<file path="src/hdl/core_pkg.sv">
// shared types and constants for the host glue
//   bridge address map and decoded command
//   setting bits, halfword memory write
//   video word as pixel or end-of-line slot code

package core_pkg;

  //////////////////////////////////////////////////////////////////////
  // bridge side

  typedef logic [31:0] bridge_word_t;
  typedef logic [15:0] half_word_t;
  typedef logic [23:0] load_addr_t;

  // setting registers
  localparam bridge_word_t ADDR_SGX      = 32'h0000_0004;
  localparam bridge_word_t ADDR_RESET    = 32'h0000_0050;
  localparam bridge_word_t ADDR_OVERSCAN = 32'h0000_0100;
  localparam bridge_word_t ADDR_BORDER   = 32'h0000_0104;

  // cartridge image window, upper nibble only
  localparam logic [3:0] LOAD_REGION = 4'h1;

  typedef enum logic [2:0] {
    REG_NONE,
    REG_SGX,
    REG_RESET,
    REG_OVERSCAN,
    REG_BORDER,
    REG_LOAD
  } reg_sel_e;

  typedef struct packed {
    logic       wr;
    logic       rd;
    reg_sel_e   sel;
    load_addr_t load_addr;
    bridge_word_t data;
  } bridge_cmd_t;

  typedef struct packed {
    logic sgx;
    logic overscan;
    logic border;
  } settings_t;

  // core reset hold after a write to the reset register
  localparam int unsigned RESET_COUNT_W = 32;
  localparam logic [RESET_COUNT_W-1:0] RESET_HOLD_DEFAULT = 32'h0010_0000;

  //////////////////////////////////////////////////////////////////////
  // memory side

  typedef struct packed {
    logic       en;
    load_addr_t addr;
    half_word_t data;
  } mem_write_t;

  //////////////////////////////////////////////////////////////////////
  // video side

  typedef logic [1:0] dot_div_t;

  // hsync is moved away from the vsync pulse by this many pixels
  localparam logic [2:0] HS_DELAY_PIX = 3'd6;

  typedef struct packed {
    logic [7:0] r;
    logic [7:0] g;
    logic [7:0] b;
  } pixel_rgb_t;

  // slot code sits in bits 14:13 of the word
  typedef struct packed {
    logic [8:0]  pad_hi;
    logic [1:0]  slot;
    logic [12:0] pad_lo;
  } eol_word_t;

  typedef union packed {
    pixel_rgb_t pixel;
    eol_word_t  eol;
  } video_word_u;

endpackage

</file>
<file path="src/hdl/bridge_decode.sv">
// bridge strobe register and address classifier
//   produces one decoded command per bridge rd or wr strobe

`timescale 1ns/1ps

module bridge_decode (
  input  logic                   clk_74a,
  input  logic                   pll_core_locked,
  input  core_pkg::bridge_word_t bridge_addr,
  input  core_pkg::bridge_word_t bridge_wr_data,
  input  logic                   bridge_rd,
  input  logic                   bridge_wr,
  output core_pkg::bridge_cmd_t  cmd
);

  core_pkg::reg_sel_e     sel_d;
  core_pkg::reg_sel_e     sel_q;
  logic                   wr_q;
  logic                   rd_q;
  core_pkg::load_addr_t   load_addr_q;
  core_pkg::bridge_word_t data_q;

  // load window wins over the register map
  always_comb begin
    sel_d = core_pkg::REG_NONE;
    if (bridge_addr[31:28] == core_pkg::LOAD_REGION) begin
      sel_d = core_pkg::REG_LOAD;
    end else begin
      case (bridge_addr)
        core_pkg::ADDR_SGX:      sel_d = core_pkg::REG_SGX;
        core_pkg::ADDR_RESET:    sel_d = core_pkg::REG_RESET;
        core_pkg::ADDR_OVERSCAN: sel_d = core_pkg::REG_OVERSCAN;
        core_pkg::ADDR_BORDER:   sel_d = core_pkg::REG_BORDER;
        default:                 sel_d = core_pkg::REG_NONE;
      endcase
    end
  end

  always_ff @(posedge clk_74a or negedge pll_core_locked) begin
    if (!pll_core_locked) begin
      wr_q  <= 1'b0;
      rd_q  <= 1'b0;
      sel_q <= core_pkg::REG_NONE;
    end else begin
      wr_q  <= bridge_wr;
      rd_q  <= bridge_rd;
      sel_q <= (bridge_wr || bridge_rd) ? sel_d : core_pkg::REG_NONE;
    end
  end

  // payload only, held between strobes
  always_ff @(posedge clk_74a) begin
    if (bridge_wr || bridge_rd) begin
      load_addr_q <= bridge_addr[23:0];
      data_q      <= bridge_wr_data;
    end
  end

  assign cmd = '{wr: wr_q, rd: rd_q, sel: sel_q, load_addr: load_addr_q, data: data_q};

endmodule

</file>
<file path="src/hdl/settings_regs.sv">
// setting registers with bridge readback
//   sgx, overscan and border bits
//   core reset countdown started by the reset register

`timescale 1ns/1ps

module settings_regs #(
  parameter logic [core_pkg::RESET_COUNT_W-1:0] RESET_HOLD = core_pkg::RESET_HOLD_DEFAULT
) (
  input  logic                   clk_74a,
  input  logic                   pll_core_locked,
  input  core_pkg::bridge_cmd_t  cmd,
  output core_pkg::settings_t    settings,
  output logic                   core_reset_n,
  output core_pkg::bridge_word_t bridge_rd_data
);

  logic [core_pkg::RESET_COUNT_W-1:0] reset_cnt;
  logic                               rd_bit;

  // readback picks the addressed bit, zero elsewhere
  always_comb begin
    case (cmd.sel)
      core_pkg::REG_SGX:      rd_bit = settings.sgx;
      core_pkg::REG_OVERSCAN: rd_bit = settings.overscan;
      core_pkg::REG_BORDER:   rd_bit = settings.border;
      default:                rd_bit = 1'b0;
    endcase
  end

  always_ff @(posedge clk_74a or negedge pll_core_locked) begin
    if (!pll_core_locked) begin
      settings       <= '0;
      reset_cnt      <= '0;
      bridge_rd_data <= '0;
    end else begin
      if (reset_cnt != '0) begin
        reset_cnt <= reset_cnt - core_pkg::RESET_COUNT_W'(1);
      end

      if (cmd.wr) begin
        case (cmd.sel)
          core_pkg::REG_SGX:      settings.sgx      <= cmd.data[0];
          core_pkg::REG_OVERSCAN: settings.overscan <= cmd.data[0];
          core_pkg::REG_BORDER:   settings.border   <= cmd.data[0];
          // retrigger restarts the full hold
          core_pkg::REG_RESET:    reset_cnt         <= RESET_HOLD;
          default: ;
        endcase
      end

      if (cmd.rd) begin
        bridge_rd_data <= {31'd0, rd_bit};
      end
    end
  end

  // low for exactly RESET_HOLD cycles after the command
  assign core_reset_n = (reset_cnt == '0);

endmodule

</file>
<file path="src/hdl/rom_loader.sv">
// cartridge image loader
//   two-entry queue of bridge words
//   each word leaves as two halfword writes, upper half first
//   memory side is valid/ready, overflow flag sticks until reset

`timescale 1ns/1ps

module rom_loader (
  input  logic                  clk_74a,
  input  logic                  pll_core_locked,
  input  core_pkg::bridge_cmd_t cmd,
  input  logic                  mem_ready,
  output core_pkg::mem_write_t  mem_wr,
  output logic                  loader_overflow
);

  core_pkg::bridge_word_t word_q [2];
  core_pkg::load_addr_t   addr_q [2];

  logic [1:0] count;
  logic       wr_ptr;
  logic       rd_ptr;
  logic       half_sel;
  logic       load_cmd;
  logic       full;
  logic       push;
  logic       drop;
  logic       take;
  logic       pop;

  assign load_cmd = cmd.wr && (cmd.sel == core_pkg::REG_LOAD);
  assign full     = (count == 2'd2);
  assign push     = load_cmd && !full;
  assign drop     = load_cmd && full;

  // a halfword is taken whenever the head is valid and memory is ready
  assign take = mem_ready && (count != 2'd0);
  // second half done frees the slot
  assign pop  = take && half_sel;

  //////////////////////////////////////////////////////////////////////
  // word storage

  always_ff @(posedge clk_74a) begin
    if (push) begin
      word_q[wr_ptr] <= cmd.data;
      addr_q[wr_ptr] <= cmd.load_addr;
    end
  end

  //////////////////////////////////////////////////////////////////////
  // queue control

  always_ff @(posedge clk_74a or negedge pll_core_locked) begin
    if (!pll_core_locked) begin
      count           <= 2'd0;
      wr_ptr          <= 1'b0;
      rd_ptr          <= 1'b0;
      half_sel        <= 1'b0;
      loader_overflow <= 1'b0;
    end else begin
      if (push) begin
        wr_ptr <= ~wr_ptr;
      end
      if (take) begin
        half_sel <= ~half_sel;
      end
      if (pop) begin
        rd_ptr <= ~rd_ptr;
      end

      case ({push, pop})
        2'b10:   count <= count + 2'd1;
        2'b01:   count <= count - 2'd1;
        default: count <= count;
      endcase

      if (drop) begin
        loader_overflow <= 1'b1;
      end
    end
  end

  //////////////////////////////////////////////////////////////////////
  // memory write, big-endian bridge so the upper half goes first

  always_comb begin
    mem_wr.en = take;
    if (half_sel) begin
      mem_wr.addr = addr_q[rd_ptr] + core_pkg::load_addr_t'(2);
      mem_wr.data = word_q[rd_ptr][15:0];
    end else begin
      mem_wr.addr = addr_q[rd_ptr];
      mem_wr.data = word_q[rd_ptr][31:16];
    end
  end

endmodule

</file>
<file path="src/hdl/video_output.sv">
// video output conditioning
//   data enable from the blanking inputs
//   single pixel vsync pulse and delayed hsync
//   end-of-line slot word after the last active pixel

`timescale 1ns/1ps

module video_output (
  input  logic                  clk_74a,
  input  logic                  pll_core_locked,
  input  logic                  pix_ce,
  input  logic                  hblank,
  input  logic                  vblank,
  input  logic                  hsync_core,
  input  logic                  vsync_core,
  input  core_pkg::pixel_rgb_t  rgb_core,
  input  core_pkg::dot_div_t    dot_div,
  output core_pkg::video_word_u video_rgb,
  output logic                  video_de,
  output logic                  video_hs,
  output logic                  video_vs
);

  logic       hs_prev;
  logic       vs_prev;
  logic       de_prev;
  logic [2:0] hs_delay;
  logic [1:0] slot;

  assign video_de = !(hblank || vblank);

  // high from the vsync rise until the next pixel samples it
  assign video_vs = vsync_core && !vs_prev;
  assign video_hs = (hs_delay == 3'd1);

  // divider codes 2 and 3 share the fastest dot clock
  assign slot = (dot_div > 2'd1) ? 2'd2 : dot_div;

  always_ff @(posedge clk_74a or negedge pll_core_locked) begin
    if (!pll_core_locked) begin
      hs_prev  <= 1'b0;
      vs_prev  <= 1'b0;
      de_prev  <= 1'b0;
      hs_delay <= 3'd0;
    end else if (pix_ce) begin
      if (hsync_core && !hs_prev) begin
        hs_delay <= core_pkg::HS_DELAY_PIX;
      end else if (hs_delay != 3'd0) begin
        hs_delay <= hs_delay - 3'd1;
      end
      hs_prev <= hsync_core;
      vs_prev <= vsync_core;
      de_prev <= video_de;
    end
  end

  //////////////////////////////////////////////////////////////////////
  // rgb word: pixel, slot code on the first blank pixel, else zero

  always_comb begin
    video_rgb = '0;
    if (video_de) begin
      video_rgb.pixel = rgb_core;
    end else if (de_prev) begin
      video_rgb.eol.slot = slot;
    end
  end

endmodule

</file>
<file path="src/hdl/core_top.sv">
// host glue top level
//   bridge decode feeding settings and the rom loader
//   video output conditioning for the scaler

`timescale 1ns/1ps

module core_top #(
  parameter logic [core_pkg::RESET_COUNT_W-1:0] RESET_HOLD = core_pkg::RESET_HOLD_DEFAULT
) (
  input  logic                   clk_74a,
  input  logic                   pll_core_locked,
  // bridge
  input  core_pkg::bridge_word_t bridge_addr,
  input  logic                   bridge_rd,
  input  logic                   bridge_wr,
  input  core_pkg::bridge_word_t bridge_wr_data,
  output core_pkg::bridge_word_t bridge_rd_data,
  // settings and core reset
  output core_pkg::settings_t    settings,
  output logic                   core_reset_n,
  // rom memory
  input  logic                   mem_ready,
  output core_pkg::mem_write_t   mem_wr,
  output logic                   loader_overflow,
  // video from the console core
  input  logic                   pix_ce,
  input  logic                   hblank,
  input  logic                   vblank,
  input  logic                   hsync_core,
  input  logic                   vsync_core,
  input  core_pkg::pixel_rgb_t   rgb_core,
  input  core_pkg::dot_div_t     dot_div,
  // video to the scaler
  output core_pkg::video_word_u  video_rgb,
  output logic                   video_de,
  output logic                   video_hs,
  output logic                   video_vs
);

  core_pkg::bridge_cmd_t cmd;

  bridge_decode u_bridge_decode (
    .clk_74a        (clk_74a),
    .pll_core_locked(pll_core_locked),
    .bridge_addr    (bridge_addr),
    .bridge_wr_data (bridge_wr_data),
    .bridge_rd      (bridge_rd),
    .bridge_wr      (bridge_wr),
    .cmd            (cmd)
  );

  settings_regs #(
    .RESET_HOLD(RESET_HOLD)
  ) u_settings_regs (
    .clk_74a        (clk_74a),
    .pll_core_locked(pll_core_locked),
    .cmd            (cmd),
    .settings       (settings),
    .core_reset_n   (core_reset_n),
    .bridge_rd_data (bridge_rd_data)
  );

  rom_loader u_rom_loader (
    .clk_74a        (clk_74a),
    .pll_core_locked(pll_core_locked),
    .cmd            (cmd),
    .mem_ready      (mem_ready),
    .mem_wr         (mem_wr),
    .loader_overflow(loader_overflow)
  );

  video_output u_video_output (
    .clk_74a        (clk_74a),
    .pll_core_locked(pll_core_locked),
    .pix_ce         (pix_ce),
    .hblank         (hblank),
    .vblank         (vblank),
    .hsync_core     (hsync_core),
    .vsync_core     (vsync_core),
    .rgb_core       (rgb_core),
    .dot_div        (dot_div),
    .video_rgb      (video_rgb),
    .video_de       (video_de),
    .video_hs       (video_hs),
    .video_vs       (video_vs)
  );

endmodule

</file>
<file path="config.mk">
export PLATFORM = sky130hd
export DESIGN_NAME = core_top
export DESIGN_NICKNAME = d
export VERILOG_FILES = /design/src/hdl/core_pkg.sv /design/src/hdl/bridge_decode.sv /design/src/hdl/settings_regs.sv /design/src/hdl/rom_loader.sv /design/src/hdl/video_output.sv /design/src/hdl/core_top.sv
export SDC_FILE = /design/constraint.sdc
export NUM_CORES = 1
export LEC_CHECK = 0
export ABC_CLOCK_PERIOD_IN_PS = 10120
export BUFFER_PORTS_ARGS = -buffer_cell sky130_fd_sc_hd__buf_4
export CAP_MARGIN = 10
export CORE_MARGIN = 5
export CORE_UTILIZATION = 59
export DETAILED_ROUTE_END_ITERATION = 6
export PLACE_DENSITY_LB_ADDON = 0.1
export SYNTH_ARGS = -nofsm -noshare
export SYNTH_HDL_FRONTEND = slang
export SYNTH_SLANG_ARGS = --single-unit
export TNS_END_PERCENT = 5
</file>
<file path="constraint.sdc">
create_clock -name clk_74a -period 10.12 [get_ports clk_74a]
set_input_delay 0 -clock clk_74a [delete_from_list [all_inputs] [get_ports clk_74a]]
set_output_delay 0 -clock clk_74a [all_outputs]
set_load 0.05 [all_outputs]
</file>
# ---- After elaboration in Yosys (flattened, before gate mapping)
# Memories as Yosys holds them, arrays and structs flattened.
# Index checks and enable logic that the tools add are counted.
dict set report classes {
  n_addsub 5
  multipliers 0
  div 0
  n_lt_le_gt_ge 1
  eq_ne 14
  shift 0
  n_mux 18
  bitwise 3
  n_reduce_logical 23
}
# cell count
set ops {}
lappend ops {{32-bit 2-to-1 mux} 3}
lappend ops {{32-bit by 9-bit == test with 1-bit output, second input constant} 2}
lappend ops {{40-bit 2-to-1 mux} 1}
lappend ops {{32-bit by 3-bit == test with 1-bit output, second input constant} 1}
lappend ops {{32-bit by 7-bit == test with 1-bit output, second input constant} 1}
lappend ops {{32-bit zero test} 1}
lappend ops {{32-bit nonzero test} 1}
lappend ops {{32-bit by 1-bit subtractor with 32-bit output, second input constant} 1}
lappend ops {{24-bit by 2-bit adder with 24-bit output, second input constant} 1}
lappend ops {{13-bit 2-to-1 mux} 1}
lappend ops {{3-bit 2-to-1 mux} 4}
lappend ops {{3-bit case mux with 4 select lines} 1}
lappend ops {{9-bit 2-to-1 mux} 1}
lappend ops {{2-bit AND reduction} 4}
lappend ops {{1-bit logical AND} 7}
lappend ops {{3-bit by 1-bit == test with 1-bit output, second input constant} 2}
lappend ops {{3-bit by 2-bit == test with 1-bit output, second input constant} 2}
lappend ops {{3-bit == test, second input constant} 2}
lappend ops {{2-bit 2-to-1 mux} 3}
lappend ops {{2-bit nonzero test} 3}
lappend ops {{2-bit == test, second input constant} 2}
lappend ops {{4-bit by 1-bit == test with 1-bit output, second input constant} 1}
lappend ops {{1-bit zero test} 4}
lappend ops {{2-bit case mux with 2 select lines} 1}
lappend ops {{10 further kinds} 14}
dict set report word_totals {
  register_bits 109
  latchBits 0
  ramBits 112
  rom_bits 0
  inputBits 100
  out_inout_bits 105
  word_cells 85
  memories 2
}
# memory words width read_ports rd_ports_with_merged_regs wr line
set memory_table {}
lappend memory_table {u_rom_loader.word_q 2 32 1 0 1 rom_loader.sv:17} ;# core_pkg::bridge_word_t word_q [2];
lappend memory_table {u_rom_loader.addr_q 2 24 1 0 1 rom_loader.sv:18} ;# core_pkg::load_addr_t addr_q [2];

# ---- Logic depth before layout (Yosys ltp)
# Gate-level depths: netlist of run 1.
dict set report depth {
  depth_word 5
  mapped_depth 10
  ltp_nobuf 8
}

# ---- By module
# Synthesis of run 1 repeated with hierarchy kept, for this count alone.
dict set report unflattened {
  hier_cells 662
  hier_area_um2 9733.1
}
# module n_inst cells_each area_each_um2 seq_area_each_um2
set by_module_without_submodules {}
lappend by_module_without_submodules {rom_loader 1 279 5003.5 3513.4}
lappend by_module_without_submodules {settings_regs 1 233 2227.1 900.9}
lappend by_module_without_submodules {bridge_decode 1 88 1964.4 1806.7}
lappend by_module_without_submodules {video_output 1 62 538.0 150.1}

# ---- Worst setup path before layout of run 1
# No wires, ideal clock.
dict set report synth_path {
  path_kind {register to register}
  from {register u_bridge_decode.sel_q[1]}
  to {memory u_rom_loader.addr_q[0][0] in the netlist's numbering, enable pin}
  setup_time_ps 470
  arrival_ps 3404
  t_required_ps 9650
  setup_slack_ps 6246
  stages_incl_launch_ff 5
  path_buffers 1
  period_less_slack_ps 3874
  cell_sequence {dfrtp_1 -> nand2b_1 -> or3_1 -> clkbuf_1 -> nor2_1}
}
dict set report synth_via {
  elab_chain_cells 5
}
# element line
set synth_rtl {}
lappend synth_rtl {{start, declared} bridge_decode.sv:17} ;# core_pkg::reg_sel_e sel_q;
lappend synth_rtl {{start signal, assigned} bridge_decode.sv:43} ;# sel_q <= core_pkg::REG_NONE;
lappend synth_rtl {{start signal, assigned} bridge_decode.sv:47} ;# sel_q <= (bridge_wr || bridge_rd) ? sel_d : core_pkg::REG_NONE;
lappend synth_rtl {{3-bit == test} rom_loader.sv:31} ;# assign load_cmd = cmd.wr && (cmd.sel == core_pkg::REG_LOAD);
lappend synth_rtl {{1-bit logical AND} rom_loader.sv:31}
lappend synth_rtl {{1-bit logical AND} rom_loader.sv:33} ;# assign push = load_cmd && !full;
lappend synth_rtl {{1-bit 2-to-1 mux} rom_loader.sv:45} ;# if (push) begin
lappend synth_rtl {{1-bit 2-to-1 mux (not written as such)} rom_loader.sv:47} ;# addr_q[wr_ptr] <= cmd.load_addr;
lappend synth_rtl {{end, declared} rom_loader.sv:18}
# Every way passes these cells.

==> insert_results.sql, run 1 <==
INSERT INTO impl_metrics (metric_group, metric, value, unit) VALUES
('status', 'run_status', 'completed', ''),
('clock_network', 'cts.sinks', '221', ''),
('worst_setup_path', 'setup.reg_to_reg.worst_slack', '7390', 'ps'),
('logic_synthesis', 'count_of_mapped_cells_out_of_synthesis', '655', ''),
('global_route', 'gr-total-overflow', '0', ''),
('placed_design', 'detailedPlace.worstSlack', '6800', 'ps'),
('worst_setup_path', 'crit_required', '10120', 'ps'),
('floorplanning', 'fp.coreArea', '15800', 'um2'),
('logic_synthesis', 'yosys_register_bits', '221', ''),
('clock_network', 'clockBufferDepth', '3', ''),
('final_layout', 'layout.nets', '1013', ''),
('clock_network', 'cts-htree-levels', '1', ''),
('final_layout', 'filler_cell_count', '905', ''),
('timing', 'timing.fmax', '263', 'MHz'),
('route', 'final_antenna_net_count', '0', ''),
('floorplanning', 'fp.dieH', '137', 'um'),
('timing', 'maxSlewHeadroom', '27.5', '%'),
('timing', 'slew_violations', '0', ''),
('logic_synthesis', 'synth-edff-count', '168', ''),
('clock_network', 'tritoncts', 'yes', ''),
('route', 'route.detailed.drc', '0', ''),
('logic_synthesis', 'ys.flop_type', 'sky130_fd_sc_hd__edfxtp_1', ''),
('floorplanning', 'floorplan.initialDensity', '59.7', '%'),
('worst_setup_path', 'timing.critical_path.slowest_stage_cell', 'sky130_fd_sc_hd__dfrtp_2', ''),
('clock_network', 'cts.repair_timing.setup_buffer_count', '0', ''),
('worst_setup_path', 'path_max_fanout', '45', ''),
('worst_setup_path', 'cp-start-kind', 'flop', ''),
('worst_setup_path', 'critical_path.most_common_cell', 'sky130_fd_sc_hd__buf_4', ''),
('power_and_ir_drop', 'worst_ir_drop_vdd', '0.776', 'mV'),
('timing', 'timing.final.crit_share', '37.6', '%'),
('timing', 'finalHoldViolCount', '0', ''),
('worst_hold_path', 'worst_hold_path_type', 'input pin to asynchronous set/reset pin', ''),
('logic_synthesis', 'synth.cell_area', '9450', 'um2'),
('worst_setup_path', 'arrival_worst_endpoint', '3800', 'ps'),
('logic_synthesis', 'netlist.top_cell.by_area', 'sky130_fd_sc_hd__edfxtp_1', ''),
('clock_network', 'cts_buffers', '24', ''),
('timing', 'tightest_slew', '1090', 'ps'),
('timing', 'min_cycle_time_layout', '3800', 'ps'),
('floorplanning', 'i_o_pin_count', '205', ''),
('placed_design', 'gp_congestion', '0.869', ''),
('clock_network', 'clock-root-buffer', 'sky130_fd_sc_hd__clkbuf_16', ''),
('worst_setup_path', 'cp-end-kind', 'primary output', ''),
('floorplanning', 'fp-row-count', '46', ''),
('power_and_ir_drop', 'total_leakage_power', '4.99', 'nW'),
('worst_setup_path', 'worst_path_dominant_cell_family', 'buffers and inverters', ''),
('global_route', 'grt_max_degree', '57', ''),
('route', 'wl_per_cell', '18.6', 'um'),
('route', 'drtPass1Iterations', '5', ''),
('worst_setup_path', 'timing_worst_setup_path_type', 'flop to primary output', ''),
('logic_synthesis', 'most_used_standard_cell_by_instance_count_after_synthesis', 'sky130_fd_sc_hd__edfxtp_1', ''),
('placed_design', 'hpwlAfterDp', '14200', 'um'),
('logic_synthesis', 'synth_sequential_area_ratio', '67.4', '%'),
('timing', 'clock-skew-final', '12.1', 'ps'),
('logic_synthesis', 'synth.top_cells.by_area', 'sky130_fd_sc_hd__edfxtp_1, sky130_fd_sc_hd__dfrtp_1, sky130_fd_sc_hd__mux4_2, sky130_fd_sc_hd__buf_4, sky130_fd_sc_hd__xnor2_1', ''),
('final_layout', 'antenna_cells_inserted', '0', ''),
('route', 'vias', '6270', ''),
('global_route', 'grt_antenna_before_repair', '0', ''),
('route', 'drt_wl_total', '21200', 'um'),
('final_layout', 'share_of_post_route_cells_with_drive_strength_above_1', '27.9', '%'),
('logic_synthesis', 'netlist.area_leader.share', '53.4', '%'),
('clock_network', 'worst_skew_pair.late_latency', '500', 'ps'),
('worst_setup_path', 'ff2ff_path_depth', '5', ''),
('floorplanning', 'die_x', '137', 'um'),
('timing', 'finalSetupTns', '0', 'ps'),
('logic_synthesis', 'synthTopCellsByCount', 'sky130_fd_sc_hd__edfxtp_1, sky130_fd_sc_hd__dfrtp_1, sky130_fd_sc_hd__buf_4, sky130_fd_sc_hd__nand2_1, sky130_fd_sc_hd__nor2_1', ''),
('worst_setup_path', 'worst-path-stages', '7', ''),
('placed_design', 'port_buffers', '173', ''),
('timing', 'setup_repair_after_global_routing_missed_its_margin', 'no', ''),
('global_route', 'grt_pass1_wl', '33400', 'um'),
('power_and_ir_drop', 'pwr_density_cell', '361', 'nW/um2'),
('timing', 'finalWorstSetupSlack', '6320', 'ps');
kinds of logic (layout without fill, tap and decap cells):
| group | count (synthesis) | count (layout) | share of synthesized area (%) |
|---|---|---|---|
| and+or+nand+nor | 203 | 203 | 12.1 |
| muxes | 46 | 46 | 7.15 |
| adders and majority gates | 7 | 7 | 0.926 |
| DFF | 221 | 221 | 67.4 |
| other | 1 | 31 | 0.0397 |
| buffers and inverters | 60 | 299 | 3.75 |
| xor gates and xnor gates | 34 | 34 | 3.15 |
| AOI/OAI and AO/OA | 83 | 83 | 5.48 |
worst paths after layout:
kind	start	endpoint
max in group asynchronous	pll_core_locked	u_rom_loader.rd_ptr
min	pll_core_locked	u_settings_regs.reset_cnt[14]
min reg2reg	u_bridge_decode.data_q[11]	u_rom_loader.word_q[1][11]
max	u_rom_loader.rd_ptr	mem_wr[38]
max reg2reg	u_settings_regs.reset_cnt[3]	u_settings_regs.reset_cnt[26]
min in group clk_74a	bridge_addr[25]	u_bridge_decode.sel_q[0]
state kept, by name, indices dropped and copies added (netlist names), 3 cells and up:
| register | flops |
|---|---|
| u_settings_regs.settings | 3 |
| u_rom_loader.addr_q | 48 |
| u_bridge_decode.sel_q | 3 |
| u_video_output.hs_delay | 3 |
| u_rom_loader.word_q | 64 |
| u_bridge_decode.data_q | 32 |
| u_bridge_decode.load_addr_q | 24 |
| u_settings_regs.reset_cnt | 32 |
cells in the final DEF, fill, tap and decap left out, types with 22 or more instances in the layout:
cell | netlist | routed
sky130_fd_sc_hd__clkbuf_16 | 0 | 25
sky130_fd_sc_hd__and2_1 | 23 | 23
sky130_fd_sc_hd__a21oi_1 | 30 | 30
sky130_fd_sc_hd__nand2_1 | 32 | 32
sky130_fd_sc_hd__xnor2_1 | 22 | 22
sky130_fd_sc_hd__buf_4 | 32 | 177
sky130_fd_sc_hd__dlygate4sd3_1 | 0 | 68
sky130_fd_sc_hd__dfrtp_1 | 53 | 52
sky130_fd_sc_hd__conb_1 | 1 | 31
sky130_fd_sc_hd__edfxtp_1 | 168 | 168
sky130_fd_sc_hd__nor2_1 | 32 | 30
area by class of cell:
type	instances	share of cell area, %
clock inverters	15	1.54
inverters	9	0.272
clock buffers	29	5.48
repair buffers	246	16.3
multi-input cells	404	23.0
flip-flops and latches	221	51.3
well taps	216	2.18
metrics by stage:
stage | utilization, % | cell area (um2) | instances | power [mW] | hold slack [ps]
after global routing | 78.5 | 12400 | 1140 | 4.80 | 153
after floorplan | - | 9570 | 685 | 3.07 | -296
after detailed placement | 68.6 | 10900 | 1027 | 3.54 | 83.3
final | 78.5 | 12400 | 1140 | 4.48 | 78.5
after global placement | 68.6 | 10900 | 1027 | 3.43 | 76.4
after CTS | 78.4 | 12400 | 1139 | 4.50 | 101
metal layers:
| metal | GRT usage (%) | up-vias | wire length (um) |
|---|---|---|---|
| li1 | - | 2924 | - |
| met1 | 27.9 | 3061 | 8220 |
| met2 | 40.3 | 235 | 11000 |
| met3 | 5.22 | 50 | 1460 |
| met4 | 6.66 | 0 | 595 |
| met5 | 0 | - | 0 |
timing repair:
| action | 4_1_cts | 5_1_grt |
|---|---|---|
| hold buffers | 68 | 0 |
| gates resized for setup | 0 | 0 |
| hold endpoints to repair | 121 | 0 |
where the power goes:
group          internal, mW  switching (mW)
clock                 0.583           0.343
combinational         0.937            1.40
sequential             1.13          0.0876
Power figures use the tool's default switching activity.
==> run 2, diff against run 1 <==
ABC_CLOCK_PERIOD_IN_PS = 3940   (was 10120)
CORE_UTILIZATION = 54   (was 59)
clock period = 3.94 ns   (was 10.12 ns; I/O delays follow)
==> run 2 against run 1 <==
  * Register-to-register slack worse by 6200 ps
  * Global-route usage is 2.5 points lower
  * Largest cell class unchanged
  * Combinational power increased to 2.6 times the previous value
  * Sequential share of layout area grew 0.27 points
  * Final cell count grew 0.88%
  * Setup slack lost 5700 ps
  * Non-clock buffer count increased by 1
  * Total power rose to 2.5 times the previous value
  * Sequential power increased to 2.5 times the previous value
  * Highest routed layer unchanged
==> insert_results.sql, run 2 (synthesized netlist as in run 1, its figures left out) <==
INSERT INTO impl_metrics (metric_group, metric, value, unit) VALUES
('status', 'run_status', 'completed', ''),
('clock_network', 'clockBufferDepth', '3', ''),
('floorplanning', 'fp.coreArea', '17200', 'um2'),
('global_route', 'gr-total-overflow', '0', ''),
('global_route', 'grt_pass1_wl', '32900', 'um'),
('final_layout', 'leading_cell_type_in_the_layout_fill_and_taps_excluded', 'sky130_fd_sc_hd__buf_4', ''),
('global_route', 'grt_antenna_before_repair', '0', ''),
('power_and_ir_drop', 'power_switching', '4.73', 'mW'),
('final_layout', 'sequential_cell_area', '6370', 'um2'),
('worst_setup_path', 'arrival_worst_endpoint', '3350', 'ps'),
('clock_network', 'tritoncts', 'yes', ''),
('timing', 'finalSetupTns', '0', 'ps'),
('global_route', 'gr-max-usage-layer', 'met2', ''),
('timing', 'min_cycle_time_layout', '3350', 'ps'),
('route', 'vias', '6212', ''),
('final_layout', 'largest_reg_flops', '64', ''),
('final_layout', 'antenna_cells_inserted', '0', ''),
('final_layout', 'most_flop_heavy_register', 'u_rom_loader.word_q', ''),
('route', 'detailed_route_vias_per_instance', '5.40', ''),
('power_and_ir_drop', 'power_frac_comb', '53.3', '%'),
('worst_setup_path', 'path_max_fanout', '43', ''),
('global_route', 'global_route.usage.total', '20.2', '%'),
('worst_setup_path', 'timing.critical_path.slowest_stage_cell', 'sky130_fd_sc_hd__dfrtp_2', ''),
('final_layout', 'share_of_post_route_cells_with_drive_strength_above_1', '27.5', '%'),
('final_layout', 'syn_to_final_growth', '30.7', '%'),
('power_and_ir_drop', 'p_int', '6.65', 'mW'),
('global_route', 'first_global_vias', '6536', ''),
('placed_design', 'port_buffers', '173', ''),
('worst_setup_path', 'cp_slowest_stage_delay', '870', 'ps'),
('global_route', 'gr-usage-met3', '4.77', '%'),
('floorplanning', 'fp.dieArea', '20300', 'um2'),
('power_and_ir_drop', 'pwr-share-seq', '27.3', '%'),
('route', 'drtPass1Iterations', '4', ''),
('global_route', 'met1_usage', '25.3', '%'),
('route', 'final_antenna_net_count', '0', ''),
('clock_network', 'cts.repair_timing.setup_buffer_count', '0', ''),
('floorplanning', 'i_o_pin_count', '205', ''),
('route', 'route.detailed.drc', '0', ''),
('timing', 'finalHoldViolCount', '0', ''),
('clock_network', 'clock_pin_slew_on_the_worst_setup_and_hold_paths', '60', 'ps'),
('global_route', 'grt_max_degree', '57', ''),
('final_layout', 'filler_cell_count', '1149', ''),
('route', 'wl_per_cell', '18.1', 'um'),
('floorplanning', 'fp-row-count', '48', ''),
('floorplanning', 'floorplan.initialDensity', '54.8', '%'),
('power_and_ir_drop', 'worst_ir_drop_vdd', '2.37', 'mV'),
('placed_design', 'gp_congestion', '0.876', ''),
('timing', 'setup_repair_after_global_routing_missed_its_margin', 'no', ''),
('clock_network', 'clock-root-buffer', 'sky130_fd_sc_hd__clkbuf_16', ''),
('final_layout', 'most_frequent_cells_in_the_layout', 'sky130_fd_sc_hd__buf_4, sky130_fd_sc_hd__edfxtp_1, sky130_fd_sc_hd__dlygate4sd3_1', ''),
('final_layout', 'final_core_utilization', '71.7', '%'),
('final_layout', 'top_regs', 'u_rom_loader.word_q: 64 flops, u_rom_loader.addr_q: 48 flops', ''),
('worst_setup_path', 'ff2ff_path_depth', '5', ''),
('timing', 'timing.fmax', '299', 'MHz'),
('timing', 'slew_violations', '0', ''),
('route', 'initialDrtViolationCount', '291', ''),
('route', 'drt_wl_total', '20800', 'um'),
('clock_network', 'cts_buffers', '24', ''),
('floorplanning', 'fp.dieH', '142', 'um'),
('timing', 'tightest_slew', '1180', 'ps'),
('flow_run', 'maxCapViolations', '0', ''),
('worst_hold_path', 'worst_hold_path_type', 'input pin to asynchronous set/reset pin', ''),
('timing', 'maxSlewHeadroom', '21.5', '%'),
('worst_setup_path', 'critical_path.n_buffers_inverters', '1', ''),
('power_and_ir_drop', 'total_leakage_power', '4.96', 'nW'),
('worst_setup_path', 'worst_path_dominant_cell_family', 'flip-flops', ''),
('clock_network', 'cts.sinks', '221', ''),
('worst_setup_path', 'cp-end-kind', 'primary output', ''),
('clock_network', 'worst_skew_pair.late_latency', '510', 'ps'),
('worst_setup_path', 'path_cells', 'mux2i_1 > a211oi_1 > nand4b_1 > nor3_1 > xnor2_1 > buf_4', ''),
('power_and_ir_drop', 'share_clk_of_total_power', '19.4', '%'),
('power_and_ir_drop', 'pwr_density_cell', '920', 'nW/um2'),
('global_route', 'grtUsageMet2', '36.7', '%'),
('worst_setup_path', 'timing_worst_setup_path_type', 'flop to primary output', ''),
('final_layout', 'multi_input_area', '2860', 'um2'),
('timing', 'clock-skew-final', '12.0', 'ps'),
('placed_design', 'hpwlAfterDp', '14100', 'um'),
('floorplanning', 'die_x', '142', 'um'),
('worst_setup_path', 'worst-path-stages', '6', ''),
('power_and_ir_drop', 'sw_frac_of_total', '41.6', '%'),
('worst_setup_path', 'cp-start-kind', 'flop', ''),
('power_and_ir_drop', 'fin_total_pwr', '11.4', 'mW'),
('timing', 'timing.final.crit_share', '85.0', '%'),
('timing', 'setup_violations', '0', ''),
('worst_setup_path', 'crit_required', '3940', 'ps'),
('clock_network', 'cts-htree-levels', '1', ''),
('final_layout', 'layout.nets', '1014', '');
==> run 2: cell count changes in the layout (fill, tap and decap cells not counted), sizes merged <==
cell / delta
bufinv: -1
clkinvlp: -2
clkbuf: -1
buf: +1
inv: -1
clkinv: +5
==> run 2: layout make-up <==
type                       instances  share of cell area [%]
timing repair buffer             247                    16.4
sequential                       221                    51.6
multi-input combinational        404                    23.1
clock buffer                      28                    4.98
clock inverter                    16                    1.43
tap                              225                    2.28
inverter                           9                   0.273
==> run 2: power groups by stage <==
stage / combinational, mW / clock [mW] / sequential (mW)
2_1_floorplan: 4.69 / 0 / 3.05
3_3_place_gp: 5.71 / 0 / 3.13
3_5_place_dp: 6.00 / 0 / 3.15
4_1_cts: 6.08 / 2.25 / 3.11
5_1_grt: 6.67 / 2.36 / 3.14
6_report: 6.06 / 2.21 / 3.11
==> run 2: metal layers <==
metal	up-vias	routed length [um]	share of wire (%)
li1	2929	-	-
met1	3055	8030	39
met2	204	11000	53
met3	24	1560	7.5
met4	0	237	1.1
met5	-	0	0
==> run 2: path summary, 6_finish.rpt <==
check	start	end	slack, ps
min in group clk_74a	bridge_addr[25]	u_bridge_decode.sel_q[0]	100
setup reg to reg	u_settings_regs.reset_cnt[11]	u_settings_regs.reset_cnt[27]	1210
hold / removal	pll_core_locked	u_video_output.vs_prev	90
max in group asynchronous	pll_core_locked	u_rom_loader.rd_ptr	3360
hold reg to reg	u_bridge_decode.data_q[15]	u_rom_loader.word_q[0][15]	440
setup / recovery	u_rom_loader.rd_ptr	mem_wr[38]	590
==> run 2: through the flow <==
step | hold slack, ps | cells | cell area, um2 | setup WS, ps
floorplan | -296 | 685 | 9570 | 66.2
global placement | 80.9 | 1037 | 10900 | 1150
detailed placement | 89.1 | 1037 | 10900 | 1050
CTS | 85.5 | 1149 | 12400 | 508
global route | 121 | 1150 | 12400 | 244
finish | 88.3 | 1150 | 12400 | 593
==> run 2: what timing repair did <==
action | 4_1_cts | 5_1_grt
gates resized for setup | 0 | 0
hold buffers | 68 | 0
endpoints found under the hold margin | 121 | 0
==> run 2: worst register-to-register path: cells and delay by family, from the launching register on <==
kind,cells,cell delay [ps]
AOI/OAI and AO/OA,1,140
DFF,1,410
and+or+nand+nor,4,2100
